[src/hdl/bankram_macros.svh]
// Memory geometry and pipeline latency macros for the banked RAM
`ifndef BANKRAM_MACROS_SVH
`define BANKRAM_MACROS_SVH

// Width of one data word in bits
`define BANKRAM_DATA_BITS 32

// Width of one byte lane, the unit that a byte enable controls
`define BANKRAM_BYTE_BITS 8

// Byte lanes per word, so one byte enable bit per lane
`define BANKRAM_N_BYTES 4

// Number of interleaved banks, selected by the low address bits
`define BANKRAM_N_BANKS 4

// Words held in each bank
`define BANKRAM_ROWS 16

// Output register stages inside a bank after the array read register
`define BANKRAM_BANK_STAGES 1

// Request to response latency seen at the top level.
// Dispatch, array read and collect each add one stage on top of the bank
// output stages
`define BANKRAM_READ_LATENCY (`BANKRAM_BANK_STAGES + 3)

`endif
[src/hdl/bankram_addr_pkg.sv]
// Address types: bank index, row index and the split word address
`include "bankram_macros.svh"

package bankram_addr_pkg;

    // Bank number taken from the low address bits
    typedef logic [$clog2(`BANKRAM_N_BANKS)-1:0] bank_idx_t;

    // Row inside one bank, taken from the high address bits
    typedef logic [$clog2(`BANKRAM_ROWS)-1:0] row_idx_t;

    // Word address as seen by a port.
    // The bank sits in the low bits so that consecutive words land in
    // consecutive banks
    typedef struct packed
    {
        row_idx_t  row;
        bank_idx_t bank;
    } mem_addr_t;

endpackage

[src/hdl/bankram_req_pkg.sv]
// Request and response types: opcode enum, port request, bank request, port response
`include "bankram_macros.svh"

package bankram_req_pkg;

    // Port opcode, one operation per port per cycle
    typedef enum logic [1:0]
    {
        OP_NOP   = 2'd0,
        OP_READ  = 2'd1,
        OP_WRITE = 2'd2
    } mem_op_e;

    // Request as presented on an external port.
    // byteena and wdata only matter for OP_WRITE
    typedef struct packed
    {
        mem_op_e                       op;
        bankram_addr_pkg::mem_addr_t   addr;
        logic [`BANKRAM_N_BYTES-1:0]   byteena;
        logic [`BANKRAM_DATA_BITS-1:0] wdata;
    } port_req_t;

    // Request for one bank after decode.
    // At most one of rd and wr is set, and only in the addressed bank
    typedef struct packed
    {
        logic                          rd;
        logic                          wr;
        bankram_addr_pkg::row_idx_t    row;
        logic [`BANKRAM_N_BYTES-1:0]   byteena;
        logic [`BANKRAM_DATA_BITS-1:0] wdata;
    } bank_req_t;

    // Read response on an external port, valid for one cycle per read
    typedef struct packed
    {
        logic                          valid;
        logic [`BANKRAM_DATA_BITS-1:0] rdata;
    } port_resp_t;

endpackage

[src/hdl/bankram_bank.sv]
// Bank RAM: true dual-port byte-enable array with read register and output stages
`include "bankram_macros.svh"

module bankram_bank
(
    input  logic                          clk0,
    input  logic                          arst_n,
    input  bankram_req_pkg::bank_req_t    breq0,
    input  bankram_req_pkg::bank_req_t    breq1,
    output logic [`BANKRAM_DATA_BITS-1:0] rdata0,
    output logic [`BANKRAM_DATA_BITS-1:0] rdata1,
    output logic                          rvalid0,
    output logic                          rvalid1
);
    import bankram_req_pkg::*;

    localparam int N_PORTS = 2;

    bank_req_t                     breq_in [N_PORTS];
    logic [`BANKRAM_DATA_BITS-1:0] mem     [`BANKRAM_ROWS];

    // Element 0 is the array read register and the rest are output stages
    logic [`BANKRAM_DATA_BITS-1:0] rd_pipe  [N_PORTS][0:`BANKRAM_BANK_STAGES];
    logic                          vld_pipe [N_PORTS][0:`BANKRAM_BANK_STAGES];

    assign breq_in[0] = breq0;
    assign breq_in[1] = breq1;

    // Array writes and reads.
    // A read sees the contents from before this edge, so a write on the
    // other port to the same row in the same cycle gives old data.
    // Writes from earlier cycles are always visible
    always_ff @(posedge clk0)
    begin
        for (int p = 0; p < N_PORTS; p++)
        begin
            if (breq_in[p].wr)
            begin
                // Only enabled byte lanes are touched
                for (int i = 0; i < `BANKRAM_N_BYTES; i++)
                begin
                    if (breq_in[p].byteena[i])
                        mem[breq_in[p].row][i*`BANKRAM_BYTE_BITS +: `BANKRAM_BYTE_BITS] <=
                            breq_in[p].wdata[i*`BANKRAM_BYTE_BITS +: `BANKRAM_BYTE_BITS];
                end
            end
            if (breq_in[p].rd)
                rd_pipe[p][0] <= mem[breq_in[p].row];
        end
    end

    // Valid strobe matching the array read register
    always_ff @(posedge clk0 or negedge arst_n)
    begin
        if (!arst_n)
        begin
            for (int p = 0; p < N_PORTS; p++)
                vld_pipe[p][0] <= 1'b0;
        end
        else
        begin
            for (int p = 0; p < N_PORTS; p++)
                vld_pipe[p][0] <= breq_in[p].rd;
        end
    end

    // Output register stages where data and strobe move in step
    for (genvar s = 0; s < `BANKRAM_BANK_STAGES; s++)
    begin : g_stage
        always_ff @(posedge clk0)
        begin
            for (int p = 0; p < N_PORTS; p++)
                rd_pipe[p][s+1] <= rd_pipe[p][s];
        end

        always_ff @(posedge clk0 or negedge arst_n)
        begin
            if (!arst_n)
            begin
                for (int p = 0; p < N_PORTS; p++)
                    vld_pipe[p][s+1] <= 1'b0;
            end
            else
            begin
                for (int p = 0; p < N_PORTS; p++)
                    vld_pipe[p][s+1] <= vld_pipe[p][s];
            end
        end
    end

    assign rdata0  = rd_pipe[0][`BANKRAM_BANK_STAGES];
    assign rdata1  = rd_pipe[1][`BANKRAM_BANK_STAGES];
    assign rvalid0 = vld_pipe[0][`BANKRAM_BANK_STAGES];
    assign rvalid1 = vld_pipe[1][`BANKRAM_BANK_STAGES];

endmodule

[config.mk]
export PLATFORM = sky130hd
export DESIGN_NAME = bankram_bank
export DESIGN_NICKNAME = d
export VERILOG_FILES = /design/src/hdl/bankram_addr_pkg.sv /design/src/hdl/bankram_req_pkg.sv /design/src/hdl/bankram_bank.sv
export VERILOG_INCLUDE_DIRS = /design/src /design/src/hdl
export SDC_FILE = /design/constraint.sdc
export NUM_CORES = 1
export LEC_CHECK = 0
export BUFFER_PORTS_ARGS = -buffer_cell sky130_fd_sc_hd__buf_2
export CORE_MARGIN = 3
export CORE_UTILIZATION = 40
export DETAILED_ROUTE_END_ITERATION = 10
export GPL_TIMING_DRIVEN = 0
export PLACE_DENSITY = 0.64
export SLEW_MARGIN = 20
export SYNTH_ARGS = -nofsm -noshare
export SYNTH_HDL_FRONTEND = slang
export SYNTH_SLANG_ARGS = --single-unit
[constraint.sdc]
create_clock -name clk0 -period 3.95 [get_ports clk0]
set_input_delay 0.1975 -clock clk0 [delete_from_list [all_inputs] [get_ports clk0]]
set_output_delay 0.1975 -clock clk0 [all_outputs]
set_load 0.005 [all_outputs]
### Word-level counts from Yosys, hierarchy flattened

Memories as Yosys holds them, arrays and structs flattened.
Index checks and enable logic that the tools add are counted.

* mux-type cells: 28

Operators with widths (count)
* $mux 1: 28

* register bits after elaboration: 4
* RAM bits: 640
* bits of input ports: 86
* output and inout port bits: 66
* word-level logic and storage cells: 34
* memories kept: 2

Memories
* mem: depth 16, width 32, rd ports 2, clocked after Yosys merged registers in 0, write ports 2, line bankram_bank.sv:20 `` logic [`BANKRAM_DATA_BITS-1:0] mem [`BANKRAM_ROWS]; ``
* rd_pipe: depth 2, width 64, rd ports 2, clocked after Yosys merged registers in 0, write ports 2, line bankram_bank.sv:23 `` logic [`BANKRAM_DATA_BITS-1:0] rd_pipe [N_PORTS][0:`BANKRAM_BANK_STAGES]; ``

### Depth between registers and ports, before layout

* word-level depth: 3
* depth in mapped cells: 7

### Worst setup path after synthesis

Ideal clock, no wire load.

* kind: input to register
* start point: in breq0[37] (netlist name)
* end point: mem mem[8][25] (netlist name), enable pin
* setup time: 0.384 ns
* arrival: 1.655 ns
* setup slack: 1.911 ns
* stages on the path: 6
* path buffers: 3
* cell sequence: buf_2 buf_2 buf_2 nor2_1 nand3_1 o21ai_0

RTL lines
* from (decl): line bankram_bank.sv:8 `input bankram_req_pkg::bank_req_t breq0,`
* to (decl): line bankram_bank.sv:20

==> flow_summary.ini <==
[power]
p_per_area_nw_per_um2 = 410
report.power.total_mw = 16.4
ir_drop_v = 0.000295
p_leak_nw = 13.6

[placed_design]
place_congestion = 0.887
numPortBuffers = 145
place_hpwl_um = 76200
place_area_um2 = 37100

[clock_network]
h-tree-depth = 3
clock_latency_ns = 0.62
tritoncts = built
cts_root_buffer = clkbuf_16
cts_buffer_depth = 3
cts_buffers = 73
clock_sinks = 644
cts.clk_slew.worst_paths_ns = 0.06

[setup_path]
crit_slowest_cell = o21bai_1
critPathBufInv = 3
endpoint_kind = register
critPathTopFamily = buffers and inverters
reg2reg_slack_ns = 2.30
critPathLaunchType = input pin
r2r_cells = 3
critPathMostFrequentCell = buf_2
r2r_start = mem[0][0]
critPathKind = input pin to register
cp.arrival_ns = 2.48
r2r_end = rd_pipe[0][32]
critPathRequiredTime_ns = 4.18
cpPeakStageDelay_ns = 0.92
worstPathCellList = buf_2 > buf_2 > buf_2 > nand4_1 > o21bai_1
crit_fanout = 10

[final_layout]
area_growth_pct = 16.4
final_common_cell = edfxtp_1
fin_area_um2 = 40100
nFillCells = 7274
regArea_um2 = 18700
multiInputGateArea_um2 = 14500
final_cell_mix = edfxtp_1, mux2_2, mux4_2, buf_2, a22oi_1
final_layout_size_suffix_gt1_share_pct = 54.2
final_nets = 2427

[status]
status = complete, no violations

[die]
initial_core_util_pct = 40.8
coreArea_um2 = 84500
dieHeight_um = 299
io_pins = 152
num_rows = 106
fp.dieW_um = 299
fp.dieArea_um2 = 89600

[yosys]
syn_nets = 2119
seq_area_frac_synth_pct = 54.3
synth-async-reset-ratio_pct = 0.621
yosys_warnings = 0
ys_seq_elements = 644
synth_cell_type_count = 41
syn_inst = 2033
ys.flop_type = edfxtp_1
synth.avg_cell_area_um2 = 16.9
synth_edf_count = 576
synthesis.area_um2 = 34400

[sta]
post-route-period-util_pct = 57.1
tns_ns = 0
period_needed_ns = 2.26
worst_slew_pin_slew_ns = 1.29
setup_violations = 0
clock_skew_ns = 0.0108
max_freq_mhz = 443
hold_viol_final = 0
maxSlewViolCount = 0
rsz0062_at_grt = false
slew_headroom_pct = 14.0

[global_route]
antenna_found_initial = 12
grt.overflow.total = 0
grt_usage_pct = 24.7
grt_pass1_vias = 22900
grt_max_degree = 34
grt_first_pass_wirelength_um = 159000

[routing]
route.vias.total = 21800
dr.pass1.iters = 8
drc = 0
wirelength_um = 112000
via_per_inst = 6.14
ant_nets = 0
wl_per_cell_um = 31.5
initialDrtViolationCount = 2608

[hold_path]
min_to = mem[11][2]
worstHoldPathCells = 2
hp-class = input pin to register
min_from = breq1[2]

[job]
drv_cap = 0
[repair_timing]
item | in CTS | in global routing
gates resized for setup | 0 | 0
buffers inserted | 0 | 0
hold endpoints to repair | 257 | 0
hold buffers | 56 | 0
[power breakdown]
group / internal, mW / total, mW / switching (mW)
clock: 4.00 / 6.79 / 2.79
sequential: 7.70 / 7.78 / 0.0810
combinational: 0.850 / 1.86 / 1.01
total: 12.5 / 16.4 / 3.89
[flip-flops by register name, summed over array words and instances, names as in the netlist]
name / flops
mem: 512
rd_pipe: 128
rvalid0: 1
rvalid1: 1
vld_pipe: 2
[worst max-delay path by stage]
stage,slack (ns),end,from,cells after the start
after CTS,1.77,mem[11][17],breq0[37],5
final,1.69,mem[11][11],breq0[37],5
after global routing,1.66,mem[11][11],breq0[37],5
after floorplan,1.91,mem[8][25],breq0[37],6
after global placement,0.008,mem[0][13],breq0[37],6
after detailed placement,1.13,mem[11][17],breq0[37],5
[layout make-up]
| class | instances | share of cell area, % |
|---|---|---|
| flip-flops and latches | 644 | 46.6 |
| multi-input cells | 1142 | 36.3 |
| diodes | 6 | 0.0375 |
| repair buffers | 233 | 4.04 |
| clock inverters | 28 | 0.537 |
| clock buffers | 108 | 5.40 |
| plain buffers | 247 | 3.59 |
| well taps | 1134 | 3.54 |
[metrics by stage]
stage	hold slack [ns]	std cells	worst slack [ns]	utilization, %
floorplan	-0.0981	2033	1.91	-
global placement	0.000499	3312	0.00767	43.3
detailed placement	0.00428	3344	1.13	44.0
CTS	0.000649	3536	1.77	47.4
global route	0.0212	3538	1.66	47.4
finish	0.0193	3542	1.69	47.4
[layer usage]
metal  wire length, um  up-vias  track usage (%)
met5               125        -            0.541
met4              5820       10             12.1
met3             12200      329             7.78
met2             51700     1260             38.9
met1             41800    11200             30.9
li1                  -     8922                -
[cells by family (layout without fill, tap and decap cells)]
family / after synthesis / after routing / synth area share [%]
AND/OR/NAND/NOR: 182 / 182 / 4.11
multiplexers: 768 / 768 / 33.6
other: 0 / 6 / 0
buffers and inverters: 247 / 616 / 4.18
AO/OA/AOI/OAI: 192 / 192 / 3.84
flip-flops: 644 / 644 / 54.3
[Yosys cell counts, types with 2 or more instances]
library cell,instances,area [um2]
nor2b_1,8,50.1
and2_1,5,31.3
o22ai_1,18,113
nand2b_1,10,62.6
dfxtp_1,64,1280
nand3_4,15,263
buf_2,38,190
mux4_1,4,105
mux4_2,252,5680
clkbuf_1,107,402
edfxtp_1,576,17300
nor2_1,3,11.3
mux2_1,2,22.5
buf_12,2,40.0
nand2_1,67,251
nand4_2,4,50.1
dfrtp_1,4,100
nand4_1,4,25.0
nor3_4,6,97.6
nor2_4,4,45.0
nand3_2,15,150
o21bai_1,7,52.6
nor2_2,12,75.1
o21ai_0,39,195
mux2_2,502,5650
a22oi_1,128,961
nand4b_2,2,30.0
buf_6,18,203
mux2_4,8,120
nor2_8,4,80.1
nand4b_4,2,47.6
buf_1,3,11.3
nand2_2,3,18.8
buf_4,79,593
nand3_1,12,60.1
No activity file was read; power rests on OpenSTA's default activity.
