**config.mk**
```make
export PLATFORM = sky130hd
export DESIGN_NAME = bankram_collect
export DESIGN_NICKNAME = d
export VERILOG_FILES = /design/src/hdl/bankram_addr_pkg.sv /design/src/hdl/bankram_req_pkg.sv /design/src/hdl/bankram_collect.sv
export VERILOG_INCLUDE_DIRS = /design/src /design/src/hdl
export SDC_FILE = /design/constraint.sdc
export NUM_CORES = 1
export LEC_CHECK = 0
export BUFFER_PORTS_ARGS = -buffer_cell sky130_fd_sc_hd__buf_4
export CORE_AREA = 5 5 125 127
export CTS_BUF_LIST = sky130_fd_sc_hd__clkbuf_2 sky130_fd_sc_hd__clkbuf_4 sky130_fd_sc_hd__clkbuf_8
export DETAILED_ROUTE_END_ITERATION = 10
export DIE_AREA = 0 0 130 132
export GPL_ROUTABILITY_DRIVEN = 1
export GPL_TIMING_DRIVEN = 0
export PLACE_DENSITY = 0.71
export SKIP_LAST_GASP = 1
export SLEW_MARGIN = 5
export SYNTH_ARGS = -nofsm -noshare
export SYNTH_HDL_FRONTEND = slang
export SYNTH_SLANG_ARGS = --single-unit
```
**constraint.sdc**
```tcl
create_clock -name clk0 -period 0.8 [get_ports clk0]
set_input_delay 0.16 -clock clk0 [delete_from_list [all_inputs] [get_ports clk0]]
set_output_delay 0.16 -clock clk0 [all_outputs]
set_load 0.02 [all_outputs]
```
**src/hdl/bankram_macros.svh**
```systemverilog
// Memory geometry and pipeline latency macros for the banked RAM
`ifndef BANKRAM_MACROS_SVH
`define BANKRAM_MACROS_SVH

// Width of one data word in bits
`define BANKRAM_DATA_BITS 32

// Width of one byte lane, the unit that a byte enable controls
`define BANKRAM_BYTE_BITS 8

// Byte lanes per word, so one byte enable bit per lane
`define BANKRAM_N_BYTES 4

// Number of interleaved banks, selected by the low address bits
`define BANKRAM_N_BANKS 4

// Words held in each bank
`define BANKRAM_ROWS 16

// Output register stages inside a bank after the array read register
`define BANKRAM_BANK_STAGES 1

// Request to response latency seen at the top level.
// Dispatch, array read and collect each add one stage on top of the bank
// output stages
`define BANKRAM_READ_LATENCY (`BANKRAM_BANK_STAGES + 3)

`endif
```
**src/hdl/bankram_addr_pkg.sv**
```systemverilog
// Address types: bank index, row index and the split word address
`include "bankram_macros.svh"

package bankram_addr_pkg;

    // Bank number taken from the low address bits
    typedef logic [$clog2(`BANKRAM_N_BANKS)-1:0] bank_idx_t;

    // Row inside one bank, taken from the high address bits
    typedef logic [$clog2(`BANKRAM_ROWS)-1:0] row_idx_t;

    // Word address as seen by a port.
    // The bank sits in the low bits so that consecutive words land in
    // consecutive banks
    typedef struct packed
    {
        row_idx_t  row;
        bank_idx_t bank;
    } mem_addr_t;

endpackage

```
**src/hdl/bankram_req_pkg.sv**
```systemverilog
// Request and response types: opcode enum, port request, bank request, port response
`include "bankram_macros.svh"

package bankram_req_pkg;

    // Port opcode, one operation per port per cycle
    typedef enum logic [1:0]
    {
        OP_NOP   = 2'd0,
        OP_READ  = 2'd1,
        OP_WRITE = 2'd2
    } mem_op_e;

    // Request as presented on an external port.
    // byteena and wdata only matter for OP_WRITE
    typedef struct packed
    {
        mem_op_e                       op;
        bankram_addr_pkg::mem_addr_t   addr;
        logic [`BANKRAM_N_BYTES-1:0]   byteena;
        logic [`BANKRAM_DATA_BITS-1:0] wdata;
    } port_req_t;

    // Request for one bank after decode.
    // At most one of rd and wr is set, and only in the addressed bank
    typedef struct packed
    {
        logic                          rd;
        logic                          wr;
        bankram_addr_pkg::row_idx_t    row;
        logic [`BANKRAM_N_BYTES-1:0]   byteena;
        logic [`BANKRAM_DATA_BITS-1:0] wdata;
    } bank_req_t;

    // Read response on an external port, valid for one cycle per read
    typedef struct packed
    {
        logic                          valid;
        logic [`BANKRAM_DATA_BITS-1:0] rdata;
    } port_resp_t;

endpackage

```
**src/hdl/bankram_collect.sv**
```systemverilog
// Response collector: one-hot merge of bank read data and the port response register
`include "bankram_macros.svh"

module bankram_collect
(
    input  logic                          clk0,
    input  logic                          arst_n,
    input  logic [`BANKRAM_DATA_BITS-1:0] rdata0 [`BANKRAM_N_BANKS],
    input  logic [`BANKRAM_DATA_BITS-1:0] rdata1 [`BANKRAM_N_BANKS],
    input  logic [`BANKRAM_N_BANKS-1:0]   rvalid0,
    input  logic [`BANKRAM_N_BANKS-1:0]   rvalid1,
    output bankram_req_pkg::port_resp_t   resp0,
    output bankram_req_pkg::port_resp_t   resp1
);
    import bankram_req_pkg::*;

    localparam int N_PORTS = 2;

    logic [`BANKRAM_DATA_BITS-1:0] rdata_in  [N_PORTS][`BANKRAM_N_BANKS];
    logic [`BANKRAM_N_BANKS-1:0]   rvalid_in [N_PORTS];
    logic [`BANKRAM_DATA_BITS-1:0] merged    [N_PORTS];
    logic                          any_vld   [N_PORTS];
    logic                          valid_q   [N_PORTS];
    logic [`BANKRAM_DATA_BITS-1:0] rdata_q   [N_PORTS];

    assign rdata_in[0]  = rdata0;
    assign rdata_in[1]  = rdata1;
    assign rvalid_in[0] = rvalid0;
    assign rvalid_in[1] = rvalid1;

    // Dispatch strobes one bank per port per cycle and every bank has the
    // same latency, so at most one rvalid per port is set.
    // An AND-OR merge is then enough and needs no priority logic
    always_comb
    begin
        for (int p = 0; p < N_PORTS; p++)
        begin
            merged[p]  = '0;
            any_vld[p] = |rvalid_in[p];
            for (int b = 0; b < `BANKRAM_N_BANKS; b++)
            begin
                if (rvalid_in[p][b])
                    merged[p] = merged[p] | rdata_in[p][b];
            end
        end
    end

    // Response strobe is a single-cycle pulse per read
    always_ff @(posedge clk0 or negedge arst_n)
    begin
        if (!arst_n)
        begin
            for (int p = 0; p < N_PORTS; p++)
                valid_q[p] <= 1'b0;
        end
        else
        begin
            for (int p = 0; p < N_PORTS; p++)
                valid_q[p] <= any_vld[p];
        end
    end

    // Read data holds its last value between responses
    always_ff @(posedge clk0)
    begin
        for (int p = 0; p < N_PORTS; p++)
        begin
            if (any_vld[p])
                rdata_q[p] <= merged[p];
        end
    end

    assign resp0 = '{valid: valid_q[0], rdata: rdata_q[0]};
    assign resp1 = '{valid: valid_q[1], rdata: rdata_q[1]};

endmodule

```
# == Word-level counts from Yosys, hierarchy flattened ==
# Memory sizes are Yosys's and may differ from the RTL's.
# Cells that the tools add are included.
# W data, S select, Z words.
# totals
inputBits,266
register_bits,2
n_memories,1
out_inout_bits,66
latch_bits,0
romBits,0
wordCells,23
ramBits,64
# classes
n_mul,0
n_mux,12
add_sub_neg,0
eq_ne,0
bitwise,6
n_div,0
magnitude_cmp,0
n_reduce_logical,2
shifts,0
# mem_list
memory,depth,word_bits,rd,rd_clocked_by_memory_dff,write_ports,line_no,source
rdata_q,2,32,2,0,2,bankram_collect.sv:24,logic [`BANKRAM_DATA_BITS-1:0] rdata_q [N_PORTS];
# op_table
op,count
$mux W32,8
$or A32 B32 Y32,6
$reduce_or A4 Y1,2
$mux W1,4

# == Longest topological paths before layout ==
# Gate-level depths: netlist of run 1.
# logic_depth
depth_word,7
depth_mapped,4
ltp_nobuf,2

# == Worst setup path after synthesis of run 1 ==
# OpenSTA, ideal clock, no wires.
# synth_path
path_kind,in2reg
from,input port rvalid0[1]
to,"memory rdata_q[0][0] in the netlist's numbering, enable pin"
arrival_time_ns,0.978
setup_slack_ns,-0.490
cell_stages,2
setup_ns,0.312
path_buffers,1
t_required_ns,0.488
path_cell_list,buf_2 or4_4
# synth_lines
item,line_no,source
from (decl),bankram_collect.sv:10,"input logic [`BANKRAM_N_BANKS-1:0] rvalid0,"
to (decl),bankram_collect.sv:24,

==> results.yml, run 1 <==
routing:
  drt_wl_total_um: 17300
  route.detailed.drc: 0
  dr.pass1.iters: 5
  wl_per_cell_um: 20.8
  vias_per_cell: 4.94
  ant_nets: 0
  drt_iter0_markers: 225
  vias: 4117
power_and_ir_drop:
  cellLeakagePower_nw: 3.17
  peakVddDrop_mv: 0.607
  p_total_mw: 10.8
  power_density_nw_per_um2: 1560
setup_path:
  arrival_ps: 910
  critPathSlowestCell: "edfxtp_1"
  crit_fanout: 1
  crit_start: "rdata_q[0][19]"
  critPathBufInv: 1
  crit_chain: "buf_6"
  crit_type: "reg -> out"
  required_ps: 640
  cpLargestDelayFamily: "flip-flops"
  cp-start-kind: "flip-flop"
  endpoint_kind: "output port"
  critPathMaxStageDelay_ps: 410
worst_hold_path:
  hp-class: "in -> reg"
  hold_start: "rdata0[4]"
synthesis:
  ys_types: 8
  synth_area_leaders: "edfxtp_1 57%, a22oi_1 29%, nand2_1 7.2%"
  synth_common_cells: "128 x a22oi_1, 64 x edfxtp_1, 64 x nand2_1, 19 x buf_2, 11 x clkbuf_1"
  synth-async-reset-ratio_pct: 3.03
  netlist_instances: 292
  ys_seq_area_share_pct: 58.8
  yosys.area.top_type: "edfxtp_1"
  synth_top_area_share_pct: 57.3
  synth_edf_count: 64
  netlist_area_um2: 3350
  yosysWarnings: 0
  synth_nets: 558
  yosysMostFrequentCell: "a22oi_1"
  synth_ff_type: "edfxtp_1"
  syn_avg_cell_area_um2: 11.5
  ys_ff_latch: 66
timing:
  clock.fmax_mhz: 938
  setup_viol: 117
  hold_viol: 0
  rsz0062_at_grt: "true"
  slew_headroom_pct: 65.1
  period_share_pct: 133
  setup_tns_ps: -16690
  fin_ws_ps: -266
  drv_slew: 0
  min_period_ps: 1070
  worstMarginPinSlew_ps: 523
finish:
  drive_gt1_share_pct: 63.3
  nFillCells: 1313
  synthToLayoutAreaGrowth_pct: 108
  nNetsFinal: 909
  stdcell_count: 833
global_routing:
  grt_pass1_wl_um: 23600
  grt_pass1_vias: 4414
  grt_overflow_total: 0
  grt_usage_pct: 18.1
  antenna_found_initial: 1
  grt_max_degree: 18
floorplan:
  initial_core_util_pct: 23.4
  io_pins: 332
  dieHeight_um: 132
  die_area_um2: 17200
  die_w_um: 130
  rows: 44
  core_area_um2: 14300
placed_design:
  place.gp.congestion: 0.928
  hpwl_um: 13500
  portBuffers: 323
  post-place-cells: 799
clock_network:
  cts_inserted_buffers: 9
  cts_root_buf: "clkbuf_8"
  cts_buffer_depth: 2
  cts.reportedPaths.clkPinSlew_ps: 70
  htreeDepth: 3
  cts_sinks: 66
  cts_tree: "done"
outcome:
  status: "finished, violations left"
  violations: "setup timing"
flow_run:
  maxCapViolCount: 0
[cell families (layout without fill, tap and decap cells)]
| logic type | count (synthesis) | in the layout | synth area share [%] |
|---|---|---|---|
| simple gates | 66 | 74 | 7.83 |
| other cells | 0 | 1 | 0 |
| flops | 66 | 66 | 58.8 |
| compound gates | 128 | 128 | 28.6 |
| buf+inv | 32 | 380 | 4.74 |
[repair_timing]
item                                    in CTS  in global routing
setup buffers                                2                  4
endpoints found under the setup margin     133                140
hold buffers                                 1                  0
pin swaps                                    2                  8
hold endpoints to repair                     2                  0
resized for setup                           76                 20
gates cloned                                 4                  6
[state kept, by name, indices dropped and copies added, names as in the netlist]
register and cells:
rdata_q 64, resp1 1, resp0 1
[power by group]
group,total [mW],switching [mW],internal (mW)
Sequential,4.38,0.169,4.21
Combinational,3.43,1.47,1.96
Clock,3.04,1.27,1.76
Total,10.8,2.92,7.93
[layer usage]
| metal | vias to the layer above | global-route usage (%) | wire length, µm | share of wire [%] |
|---|---|---|---|---|
| li1 | 1906 | - | - | - |
| met1 | 1911 | 18.4 | 5630 | 33 |
| met2 | 270 | 33.8 | 9420 | 54 |
| met3 | 30 | 5.06 | 1720 | 10 |
| met4 | 0 | 7.79 | 514 | 3.0 |
| met5 | - | 0 | 0 | 0 |
[per-stage QoR]
step	utilization (%)	area (µm²)	setup slack (ps)	hold WS (ps)
floorplan	-	3600	-483	-136
global placement	43.7	6250	-630	-58.0
detailed placement	43.7	6250	-645	-56.5
CTS	47.6	6820	-309	55.5
global route	48.7	6980	-311	67.0
finish	48.7	6980	-266	81.3
[worst paths after layout]
kind	endpoint	slack [ps]	depth (start not counted)
worst max-delay path	resp0[19]	-270	1
worst min-delay path	rdata_q[0][4]	80	3
min in group asynchronous	resp0[32]	130	2
max in group asynchronous	resp1[32]	580	2
[area by class of cell]
class	count	area, µm²	share of cell area [%]
well taps	184	230	3.30
repair buffers	332	2760	39.6
plain buffers	32	368	5.27
clock buffers	14	180	2.58
multi-input cells	202	1420	20.4
flip-flops and latches	66	1970	28.3
clock inverters	2	35.0	0.502
diodes	1	2.50	0.0359
[cells in the final DEF, fill, tap and decap left out, types with 4 or more instances in the layout]
cell	Yosys	routed
or4_4	2	10
buf_4	0	263
nand2_1	64	64
a22oi_1	128	106
clkbuf_8	0	14
buf_2	19	7
buf_6	2	76
a22oi_2	0	22
clkbuf_4	0	4
buf_8	0	6
edfxtp_1	64	64
No activity file was read; power rests on OpenSTA's default activity.
==> inputs of run 2 (changes only) <==
RECOVER_POWER = 100   (was default)
clock period = 0.85 ns   (was 0.8 ns; I/O delays follow)
==> run 2 against run 1 <==
Compared with the run above:
- first-iteration DRC count shrank 24%
- sequential share of layout area grew 0.93 points
- hold slack gained 16 ps
- power shrank 7.2%
- core utilization shrank 1.6 points
- design area shrank 3.2%
- routed wire length shrank 2.9%
- sequential power shrank 5.9%
- via count shrank 1.7%
- largest cell class unchanged
- critical path type unchanged
- combinational power shrank 9.3%
- the run still ends with setup timing left
==> results.yml, run 2 (same netlist as run 1, synthesis figures left out) <==
outcome:
  status: "finished, violations left"
  violations: "setup timing"
setup_path:
  cpLargestDelayFamily: "flip-flops"
  crit_chain: "buf_6"
  critPathBufInv: 1
  critPathSlowestCell: "edfxtp_1"
  arrival_ps: 900
  crit_type: "reg -> out"
  crit_fanout: 1
  critPathMaxStageDelay_ps: 410
  cp-start-kind: "flip-flop"
  required_ps: 680
  endpoint_kind: "output port"
  cp_num_cells: 1
  crit_start: "rdata_q[0][19]"
routing:
  drt_iter0_markers: 172
  drt_wl_total_um: 16800
  vias: 4046
  ant_nets: 0
  vias_per_cell: 4.92
  route.detailed.drc: 0
  wl_per_cell_um: 20.4
  dr.pass1.iters: 4
finish:
  nFillCells: 1333
  nNetsFinal: 899
  stdcell_count: 823
  largest_reg_flops: 64
  final_common_cell: "buf_4"
  final_util_pct: 47.2
  final_area_um2: 6750
  drive_gt1_share_pct: 61.9
  final_cell_mix: "257 x buf_4, 110 x a22oi_1, 74 x buf_6, 64 x nand2_1, 64 x edfxtp_1"
  synthToLayoutAreaGrowth_pct: 101
  top_register: "rdata_q"
timing:
  period_share_pct: 126
  rsz0062_at_grt: "true"
  setup_viol: 149
  clock.fmax_mhz: 932
  worstMarginPinSlew_ps: 542
  hold_viol: 0
  slew_headroom_pct: 63.9
  fin_ws_ps: -223
  drv_slew: 0
  min_period_ps: 1070
flow_run:
  maxCapViolCount: 0
placed_design:
  dp_slack_ps: -605
  place.gp.congestion: 0.928
  portBuffers: 323
  place_area_um2: 6250
  post-place-cells: 799
  hpwl_um: 13500
clock_network:
  cts_tree: "done"
  cts.reportedPaths.clkPinSlew_ps: 70
  cts_root_buf: "clkbuf_8"
  cts_inserted_buffers: 9
  cts_buffer_depth: 2
  htreeDepth: 3
  cts_sinks: 66
worst_hold_path:
  hold_depth: 3
  min_to: "rdata_q[0][34]"
  hold_start: "rdata1[66]"
  hp-class: "in -> reg"
power_and_ir_drop:
  cellLeakagePower_nw: 3.08
  power_density_nw_per_um2: 1490
  peakVddDrop_mv: 0.562
  p_total_mw: 10.1
floorplan:
  io_pins: 332
  core_area_um2: 14300
  die_w_um: 130
  rows: 44
  initial_core_util_pct: 23.4
  die_area_um2: 17200
  dieHeight_um: 132
global_routing:
  grt_max_degree: 18
  grt_pass1_wl_um: 23500
  grt_overflow_total: 0
  grt_pass1_vias: 4408
  grt_usage_pct: 18.0
  antenna_found_initial: 1
-- run 2: changes by cell type in the layout (fill, tap and decap cells not counted), moves of 2 or more --
cell,change
buf_12,-2
buf_8,-5
buf_6,-2
buf_4,-6
a22oi_2,-4
a22oi_1,+4
buf_2,-2
clkbuf_16,-2
clkbuf_2,+9
or4_4,-2
-- run 2: repair_timing --
action,in CTS,in global routing
pin swaps,2,3
setup endpoints to repair,133,108
hold endpoints to repair,2,0
buffers inserted,0,0
hold buffers,1,0
resized for setup,74,7
gates cloned,4,2
-- run 2: metrics by stage --
stage               setup TNS, ps  hold slack, ps
finish                     -17290            97.3
CTS                        -16860            65.5
floorplan                  -33370            -126
global placement           -48630           -48.0
detailed placement         -50390           -46.5
global route               -21040            78.9
-- run 2: how the worst max path moves through the flow --
stage	end	slack, ps
after floorplan	rdata_q[0][32]	-440
after global placement	rdata_q[0][35]	-590
after detailed placement	rdata_q[0][37]	-610
after CTS	resp0[25]	-270
after global routing	resp1[20]	-270
final	resp0[19]	-220
-- run 2: layout make-up --
type	count	area (µm²)	area share (%)
Antenna cell	1	2.50	0.0371
Sequential cell	66	1970	29.2
Clock buffer	14	180	2.67
Tap cell	184	230	3.41
Multi-Input combinational cell	200	1380	20.5
Buffer	32	273	4.04
Timing Repair Buffer	324	2680	39.7
Clock inverter	2	35.0	0.519
-- run 2: metal layers --
layer	track usage [%]	up-vias	wire [µm]
met2	33.6	271	9050
met3	5.06	29	1700
li1	-	1878	-
met5	0	-	0
met1	18.3	1868	5530
met4	8.14	0	515
-- run 2: power breakdown --
group | total [mW] | internal, mW | switching [mW] | leakage [nW]
sequential | 4.12 | 3.96 | 0.159 | 0.643
combinational | 3.11 | 1.75 | 1.36 | 2.32
clock | 2.84 | 1.66 | 1.18 | 0.114
