$ cat config.mk
export PLATFORM = sky130hd
export DESIGN_NAME = bankram_dispatch
export DESIGN_NICKNAME = d
export VERILOG_FILES = /design/src/hdl/bankram_addr_pkg.sv /design/src/hdl/bankram_req_pkg.sv /design/src/hdl/bankram_dispatch.sv
export VERILOG_INCLUDE_DIRS = /design/src /design/src/hdl
export SDC_FILE = /design/constraint.sdc
export NUM_CORES = 1
export LEC_CHECK = 0
export BUFFER_PORTS_ARGS = -buffer_cell sky130_fd_sc_hd__buf_4
export CAP_MARGIN = 20
export CORE_AREA = 2 2 164 166
export CTS_BUF_LIST = sky130_fd_sc_hd__clkbuf_4 sky130_fd_sc_hd__clkbuf_8
export DETAILED_ROUTE_END_ITERATION = 10
export DIE_AREA = 0 0 166 168
export GPL_TIMING_DRIVEN = 0
export HOLD_SLACK_MARGIN = 0.02
export PLACE_DENSITY_LB_ADDON = 0.3
export SLEW_MARGIN = 15
export SYNTH_ARGS = -nofsm -noshare
export SYNTH_HDL_FRONTEND = slang
export SYNTH_SLANG_ARGS = --single-unit
$ cat constraint.sdc
create_clock -name clk0 -period 1.1 [get_ports clk0]
set_input_delay 0.11 -clock clk0 [delete_from_list [all_inputs] [get_ports clk0]]
set_output_delay 0.11 -clock clk0 [all_outputs]
set_load 0.02 [all_outputs]
$ cat src/hdl/bankram_macros.svh
// Memory geometry and pipeline latency macros for the banked RAM
`ifndef BANKRAM_MACROS_SVH
`define BANKRAM_MACROS_SVH

// Width of one data word in bits
`define BANKRAM_DATA_BITS 32

// Width of one byte lane, the unit that a byte enable controls
`define BANKRAM_BYTE_BITS 8

// Byte lanes per word, so one byte enable bit per lane
`define BANKRAM_N_BYTES 4

// Number of interleaved banks, selected by the low address bits
`define BANKRAM_N_BANKS 4

// Words held in each bank
`define BANKRAM_ROWS 16

// Output register stages inside a bank after the array read register
`define BANKRAM_BANK_STAGES 1

// Request to response latency seen at the top level.
// Dispatch, array read and collect each add one stage on top of the bank
// output stages
`define BANKRAM_READ_LATENCY (`BANKRAM_BANK_STAGES + 3)

`endif
$ cat src/hdl/bankram_addr_pkg.sv
// Address types: bank index, row index and the split word address
`include "bankram_macros.svh"

package bankram_addr_pkg;

    // Bank number taken from the low address bits
    typedef logic [$clog2(`BANKRAM_N_BANKS)-1:0] bank_idx_t;

    // Row inside one bank, taken from the high address bits
    typedef logic [$clog2(`BANKRAM_ROWS)-1:0] row_idx_t;

    // Word address as seen by a port.
    // The bank sits in the low bits so that consecutive words land in
    // consecutive banks
    typedef struct packed
    {
        row_idx_t  row;
        bank_idx_t bank;
    } mem_addr_t;

endpackage

$ cat src/hdl/bankram_req_pkg.sv
// Request and response types: opcode enum, port request, bank request, port response
`include "bankram_macros.svh"

package bankram_req_pkg;

    // Port opcode, one operation per port per cycle
    typedef enum logic [1:0]
    {
        OP_NOP   = 2'd0,
        OP_READ  = 2'd1,
        OP_WRITE = 2'd2
    } mem_op_e;

    // Request as presented on an external port.
    // byteena and wdata only matter for OP_WRITE
    typedef struct packed
    {
        mem_op_e                       op;
        bankram_addr_pkg::mem_addr_t   addr;
        logic [`BANKRAM_N_BYTES-1:0]   byteena;
        logic [`BANKRAM_DATA_BITS-1:0] wdata;
    } port_req_t;

    // Request for one bank after decode.
    // At most one of rd and wr is set, and only in the addressed bank
    typedef struct packed
    {
        logic                          rd;
        logic                          wr;
        bankram_addr_pkg::row_idx_t    row;
        logic [`BANKRAM_N_BYTES-1:0]   byteena;
        logic [`BANKRAM_DATA_BITS-1:0] wdata;
    } bank_req_t;

    // Read response on an external port, valid for one cycle per read
    typedef struct packed
    {
        logic                          valid;
        logic [`BANKRAM_DATA_BITS-1:0] rdata;
    } port_resp_t;

endpackage

$ cat src/hdl/bankram_dispatch.sv
// Request dispatch: opcode and bank decode, registered per-bank requests
`include "bankram_macros.svh"

module bankram_dispatch
(
    input  logic                       clk0,
    input  logic                       arst_n,
    input  bankram_req_pkg::port_req_t req0,
    input  bankram_req_pkg::port_req_t req1,
    output bankram_req_pkg::bank_req_t bank_req0 [`BANKRAM_N_BANKS],
    output bankram_req_pkg::bank_req_t bank_req1 [`BANKRAM_N_BANKS]
);
    import bankram_addr_pkg::*;
    import bankram_req_pkg::*;

    localparam int N_PORTS = 2;

    // Both ports are handled by the same loops with index 0 as port 0
    port_req_t                     req_in  [N_PORTS];
    logic [`BANKRAM_N_BANKS-1:0]   rd_sel  [N_PORTS];
    logic [`BANKRAM_N_BANKS-1:0]   wr_sel  [N_PORTS];
    logic [`BANKRAM_N_BANKS-1:0]   rd_q    [N_PORTS];
    logic [`BANKRAM_N_BANKS-1:0]   wr_q    [N_PORTS];
    row_idx_t                      row_q   [N_PORTS];
    logic [`BANKRAM_N_BYTES-1:0]   be_q    [N_PORTS];
    logic [`BANKRAM_DATA_BITS-1:0] wdata_q [N_PORTS];

    assign req_in[0] = req0;
    assign req_in[1] = req1;

    // One-hot bank select per port, qualified by the opcode.
    // OP_NOP leaves both vectors at zero
    always_comb
    begin
        for (int p = 0; p < N_PORTS; p++)
        begin
            rd_sel[p] = '0;
            wr_sel[p] = '0;
            if (req_in[p].op == OP_READ)
                rd_sel[p][req_in[p].addr.bank] = 1'b1;
            if (req_in[p].op == OP_WRITE)
                wr_sel[p][req_in[p].addr.bank] = 1'b1;
        end
    end

    // Registered one-hot strobes of each port
    always_ff @(posedge clk0 or negedge arst_n)
    begin
        if (!arst_n)
        begin
            for (int p = 0; p < N_PORTS; p++)
            begin
                rd_q[p] <= '0;
                wr_q[p] <= '0;
            end
        end
        else
        begin
            for (int p = 0; p < N_PORTS; p++)
            begin
                rd_q[p] <= rd_sel[p];
                wr_q[p] <= wr_sel[p];
            end
        end
    end

    // Payload is shared by all banks of a port and only loads on a real operation
    always_ff @(posedge clk0)
    begin
        for (int p = 0; p < N_PORTS; p++)
        begin
            if (req_in[p].op != OP_NOP)
            begin
                row_q[p]   <= req_in[p].addr.row;
                be_q[p]    <= req_in[p].byteena;
                wdata_q[p] <= req_in[p].wdata;
            end
        end
    end

    // Fan the registered request out to every bank with its own strobes
    always_comb
    begin
        for (int b = 0; b < `BANKRAM_N_BANKS; b++)
        begin
            bank_req0[b] = '{rd: rd_q[0][b], wr: wr_q[0][b], row: row_q[0],
                             byteena: be_q[0], wdata: wdata_q[0]};
            bank_req1[b] = '{rd: rd_q[1][b], wr: wr_q[1][b], row: row_q[1],
                             byteena: be_q[1], wdata: wdata_q[1]};
        end
    end

endmodule

## After elaboration in Yosys (flattened, before gate mapping)

Memories as Yosys holds them, arrays and structs flattened.
Cells that the tools add are included.
Widths: inputs -> output; s select.

| word-level totals | value |
|---|---|
| flip-flop bits (word level) | 16 |
| bits in writable memories | 80 |
| input port bits | 90 |
| output and inout port bits | 336 |
| word-level logic and storage cells | 31 |
| memories | 3 |

| cells by class | value |
|---|---|
| order comparisons | 4 |
| equal/unequal tests | 4 |
| multiplexer cells | 12 |
| reductions and logical operators | 4 |

Memory list:

| name | words | width | read ports | clocked after memory_dff | wr ports | RTL line | RTL |
|---|---|---|---|---|---|---|---|
| wdata_q | 2 | 32 | 2 | 0 | 2 | bankram_dispatch.sv:26 | `` logic [`BANKRAM_DATA_BITS-1:0] wdata_q [N_PORTS]; `` |
| be_q | 2 | 4 | 2 | 0 | 2 | bankram_dispatch.sv:25 | `` logic [`BANKRAM_N_BYTES-1:0] be_q [N_PORTS]; `` |
| row_q | 2 | 4 | 2 | 0 | 2 | bankram_dispatch.sv:24 | `row_idx_t row_q [N_PORTS];` |

Operator list:

| kind | number |
|---|---|
| $mux 4 | 4 |
| $lt 2x3->1 const B | 2 |
| $mux 1 | 6 |
| $demux 1 s2 | 2 |
| $eq 2x1->1 const B | 2 |
| $eq 2x2->1 const B | 2 |
| $ge 2x1->1 const B | 2 |
| $reduce_bool 2->1 | 2 |
| $logic_and 1x1->1 | 2 |

## Logic depth before layout (Yosys ltp)

Gate-level depths: netlist of the first run.

| logic depth | value |
|---|---|
| word-level depth | 5 |
| gate-level depth with buffers | 1 |
| mapped depth without buffers | 1 |

## Least setup slack after synthesis of the first run

OpenSTA, ideal clock, no wires.

| path | value |
|---|---|
| path type | in2reg |
| from | in req0[42] in the netlist's numbering |
| to | mem be_q[0][0] in the netlist's numbering (enable) |
| library setup time | 0.399 ns |
| arrival | 1.025 ns |
| required time | 0.701 ns |
| path slack | -0.324 ns |
| cell stages on the path | 1 |
| path buffers | 0 |
| cell sequence | or2_1 |

RTL lines:

| item | RTL line | RTL |
|---|---|---|
| start, declared | bankram_dispatch.sv:8 | `input bankram_req_pkg::port_req_t req0,` |
| end, declared | bankram_dispatch.sv:25 |  |

==> results of run 1 <==
==> stage by stage <==
stage,std cells,TNS [ps],setup WS (ps),util [%],power [W]
final,1227,-44260,-224,42.8,0.0130
after global routing,1227,-65800,-286,42.8,0.0136
after CTS,1225,-52750,-267,40.7,0.0128
after detailed placement,1120,-26520,-349,31.9,0.00935
after global placement,1120,-27430,-362,31.9,0.00934
after floorplan,354,0,66.9,-,0.00721
==> layout make-up <==
cell class,instances,area share [%]
flip-flops and latches,96,24.8
multi-input cells,18,1.75
well taps,341,3.78
clock inverters,7,0.421
plain buffers,240,21.2
clock buffers,9,1.10
repair buffers,516,47.0
==> state kept, by name (all words and copies together) (netlist names) <==
register	count
bank_req0	8
bank_req1	8
be_q	8
row_q	8
wdata_q	64
==> kinds of logic after synthesis <==
group / count (synthesis) / share of synthesized area (%)
buffers and inverters: 240 / 37.6
DFF: 96 / 58.4
and+or+nand+nor: 18 / 4.02
==> worst paths after layout <==
| kind | start | end | slack, ps | cells after the start |
|---|---|---|---|---|
| setup / recovery | be_q[0][4]$_DFFE_PP_ | bank_req1[74] | -220 | 2 |
| hold / removal | req0[42] | bank_req0[167]$_DFF_PN0_ | 70 | 2 |
| max in group asynchronous | arst_n | bank_req1[83]$_DFF_PN0_ | 770 | 2 |
| min in group asynchronous | arst_n | bank_req1[124]$_DFF_PN0_ | 140 | 2 |
==> where the power goes <==
part	internal [W]	switching, W
sequential	0.00429	0.000532
combinational	0.00361	0.00238
clock	0.000826	0.00134
==> cell usage after synthesis, drive strengths merged <==
cell type	n	area, um^2
and4b	4	45.0
and4bb	8	100
buf	240	1800
dfrtp	16	400
edfxtp	80	2400
nor4b	4	35.0
or2	2	12.5
==> per-layer routing <==
layer	part of all wire, %	track usage (%)	vias up	wire (um)
met5	0	0	-	0
met4	1.3	3.52	0	223
met3	10	4.42	12	1720
met2	54	20.9	259	9130
met1	35	12.0	2000	5920
li1	-	-	1995	-
==> timing repair <==
action / CTS / global route
buffers inserted: 0 / 2
hold buffers: 89 / 0
endpoints found under the setup margin: 320 / 350
gates resized for setup: 334 / 144
endpoints found under the hold margin: 100 / 0
==> reports/metrics.yaml, run 1 <==
cts_tree: "done"
hold-worst-slack_ps: 65.1
setup_violations: 318
cpPeakStageDelay_ps: 540
worst_path_fanout_max: 4
tritoncts_buffer_count: 9
layout.area.seq_mm2: 0.00280
dp_hpwl_um: 12300
fp.dieH_um: 168
ratio_of_cells_with_drive_above_1_in_the_final_layout_pct: 78.4
slew_headroom_pct: 61.4
detail_route.wl_per_cell_um: 13.8
gp_congestion: 0.695
grt.total_usage_pct: 11.4
worst-endpoint-arrival_ps: 1210
remaining_drc_errors: 0
timing.max_cap.violations: 0
syn-num-nets: 444
yosys_warnings: 0
drt.antenna.violating_nets: 0
syn_area_per_cell_um2: 13.6
power.ir.vdd_worst_v: 0.000567
design.die.area_mm2: 0.0279
cts_max_level: 3
synth-seq-cells: 96
ys_types: 7
critical-path-top-delay-family: "flip-flops"
power_per_cell_area_mw_per_mm2: 1150
pin_count_of_the_biggest_net_entering_global_routing: 41
floorplan.die.width_um: 166
port_buffers: 425
worst-endpoint-required_ps: 990
hold_class: "input port to register"
cts.reportedPaths.clkPinSlew_ps: 100
clock.fmax_mhz: 755
violations_in_the_final_reports: "setup timing"
drt_iter0_markers: 78
placed_cell_area_mm2: 0.00841
timing.final.hold_violations: 0
clk_path_buf_depth: 2
worst_slew_pin_slew_ps: 578
antenna_cells_inserted: 0
rsz0062_at_grt: "true"
crit_path_top_delay_cell: "edfxtp_1"
layout_setup_ws_ps: -224
post-route-period-util_pct: 120
cp_cell_sequence: "buf_4 > buf_6"
worst-path-buf-inv: 2
post-route-min-period_ps: 1320
worst-setup-path-type: "register to output pin"
most-common-layout-cells: "476 x buf_6, 191 x buf_4, 89 x dlygate4sd3_1, 80 x edfxtp_1, 16 x dfrtp_1"
grt.overflow.total: 0
vias_per_cell: 3.48
p_leak_nw: 5.36
number_of_global_route_vias_before_repair: 4567
outcome: "finished with violations"
report.final.slew_viol_count: 0
syn_to_final_growth_pct: 135
grt_antenna_before_repair: 0
timing.critical_path.to_type: "output pin"
synth_seq_area_share_pct: 58.4
nets: 971
worstSetupStartpointType: "register"
drt_pass1_iterations: 3
mostFrequentLayoutCell: "buf_6"
rows: 60
boundaryPins: 426
initial_utilization_pct: 18.2
multi_input_area_um2: 198
n_fill_cell: 2373
ctsRootBufferMaster: "clkbuf_8"
post-route-cell-area_mm2: 0.0113
clock_sinks: 96
synth.cell_area_mm2: 0.00480
grt_pass1_wl_um: 24800
dr_total_vias: 4266
core_mm2: 0.0264
route.final.wire_length_um: 17000
post_synth_inst_count: 354
Power figures use the tool's default switching activity.
==> run 2: changes to the inputs <==
Clock period 1.1 ns to 1.25 ns, I/O delays scaled along.
==> run 2 against run 1 <==
The run still ends with setup timing left; critical path type unchanged; flip-flop and latch count is the same; final area decreased by 2.9%; highest routed layer unchanged; global-route usage fell by 0.14 points; routed wire length fell by 1.6%; largest cell class unchanged.
==> reports/metrics.yaml, run 2 (synthesized netlist as in run 1, its figures left out) <==
outcome: "finished with violations"
violations_in_the_final_reports: "setup timing"
power_per_cell_area_mw_per_mm2: 1030
rows: 60
syn_to_final_growth_pct: 128
setup_violations: 176
worst-endpoint-arrival_ps: 1210
cpPeakStageDelay_ps: 550
remaining_drc_errors: 0
core_mm2: 0.0264
route.final.wire_length_um: 16700
ctsRootBufferMaster: "clkbuf_8"
post-place-cells: 1120
drt_pass1_iterations: 4
n_fill_cell: 2426
design.die.area_mm2: 0.0279
drt.antenna.violating_nets: 0
worst-setup-path-type: "register to output pin"
report.final.slew_viol_count: 0
clock_sinks: 96
worst-path-buf-inv: 2
initial_utilization_pct: 18.2
mostFrequentLayoutCell: "buf_6"
ratio_of_cells_with_drive_above_1_in_the_final_layout_pct: 78.3
critical-path-top-cell-by-count: "buf_6"
timing.critical_path.to_type: "output pin"
post-route-min-period_ps: 1340
cts.reportedPaths.clkPinSlew_ps: 100
number_of_global_route_vias_before_repair: 4500
vias_per_cell: 3.47
pin_count_of_the_biggest_net_entering_global_routing: 41
largest_register_ff_count: 64
fin_cells: 1220
critical-path-top-delay-family: "flip-flops"
grt_pass1_wl_um: 24400
timing.max_cap.violations: 0
crit_path_top_delay_cell: "edfxtp_1"
timing.final.hold_violations: 0
tritoncts_buffer_count: 9
worst-endpoint-required_ps: 1120
nets: 964
hold-worst-slack_ps: 68.1
detail_route.wl_per_cell_um: 13.7
worstSetupStartpointType: "register"
drt_iter0_markers: 82
cp_cell_sequence: "buf_6 > buf_6"
most-common-layout-cells: "403 x buf_6, 257 x buf_4, 89 x dlygate4sd3_1, 80 x edfxtp_1, 16 x dfrtp_1"
grt.overflow.total: 0
cts_tree: "done"
rsz0062_at_grt: "true"
layout_setup_ws_ps: -89.2
clk_path_buf_depth: 2
antenna_cells_inserted: 0
grt_antenna_before_repair: 0
p_leak_nw: 5.24
clock.fmax_mhz: 747
gp_congestion: 0.695
grt.total_usage_pct: 11.3
worstHoldPathCells: 2
dp_hpwl_um: 12300
port_buffers: 425
post-route-period-util_pct: 107
slew_headroom_pct: 35.0
worst_hold_path.endpoint: "bank_req0[166]$_DFF_PN0_"
floorplan.die.width_um: 166
hold_class: "input port to register"
cts_max_level: 3
max_flop_register: "wdata_q"
min_from: "req0[43]"
postCtsSetupRepairBufs: 0
power.ir.vdd_worst_v: 0.000484
worst_path_fanout_max: 4
boundaryPins: 426
worst_slew_pin_slew_ps: 975
post-place-ws_ps: -214
dr_total_vias: 4229
fp.dieH_um: 168
## run 2: layer usage
layer  share of wire [%]  routed length, um  GRT usage [%]  up-vias
met4                 1.8                300           3.29        0
met1                  35               5880           11.9     1966
li1                    -                  -              -     1979
met3                 9.9               1650           4.14       16
met5                   0                  0              0        -
met2                  53               8900           20.9      268
## run 2: area by class of cell
class                   instances  area (um^2)  area share, %
well taps                     341          427           3.90
plain buffers                 235         2360           21.5
clock inverters                 7         47.5          0.434
clock buffers                   9          124           1.13
flip-flops and latches         96         2800           25.6
multi-input cells              18          193           1.76
repair buffers                514         5000           45.7
## run 2: through the flow
stage	power [W]	TNS, ps	util (%)	cell area [um^2]
after floorplan	0.00635	0	-	4800
after global placement	0.00822	-16630	31.9	8410
after detailed placement	0.00823	-15720	31.9	8410
after CTS	0.0110	-11030	39.5	10400
after global routing	0.0117	-21110	41.6	11000
final	0.0112	-5770	41.6	11000
## run 2: worst max path at each step
stage / endpoint / depth (start not counted) / slack [ps] / startpoint
after floorplan: be_q[0][0]$_DFFE_PP_ / 1 / 200 / req0[42]
after global placement: wdata_q[0][21]$_DFFE_PP_ / 2 / -230 / req0[42]
after detailed placement: row_q[0][5]$_DFFE_PP_ / 2 / -210 / req1[42]
final: bank_req0[70] / 2 / -90 / wdata_q[0][28]$_DFFE_PP_
after CTS: bank_req1[44] / 2 / -130 / wdata_q[0][34]$_DFFE_PP_
after global routing: bank_req0[154] / 2 / -140 / wdata_q[0][28]$_DFFE_PP_
## run 2: power by group
| group | internal, W | total [W] | leakage, nW | switching (W) |
|---|---|---|---|---|
| Clock | 0.000727 | 0.00192 | 0.0886 | 0.00119 |
| Combinational | 0.00302 | 0.00510 | 4.11 | 0.00208 |
| Sequential | 0.00377 | 0.00420 | 1.03 | 0.000431 |
| Total | 0.00752 | 0.0112 | 5.24 | 0.00370 |
## run 2: what timing repair did
item                       in CTS  in global routing
setup endpoints to repair     247                249
hold endpoints to repair      100                  0
hold buffers                   89                  0
gates resized for setup       255                148
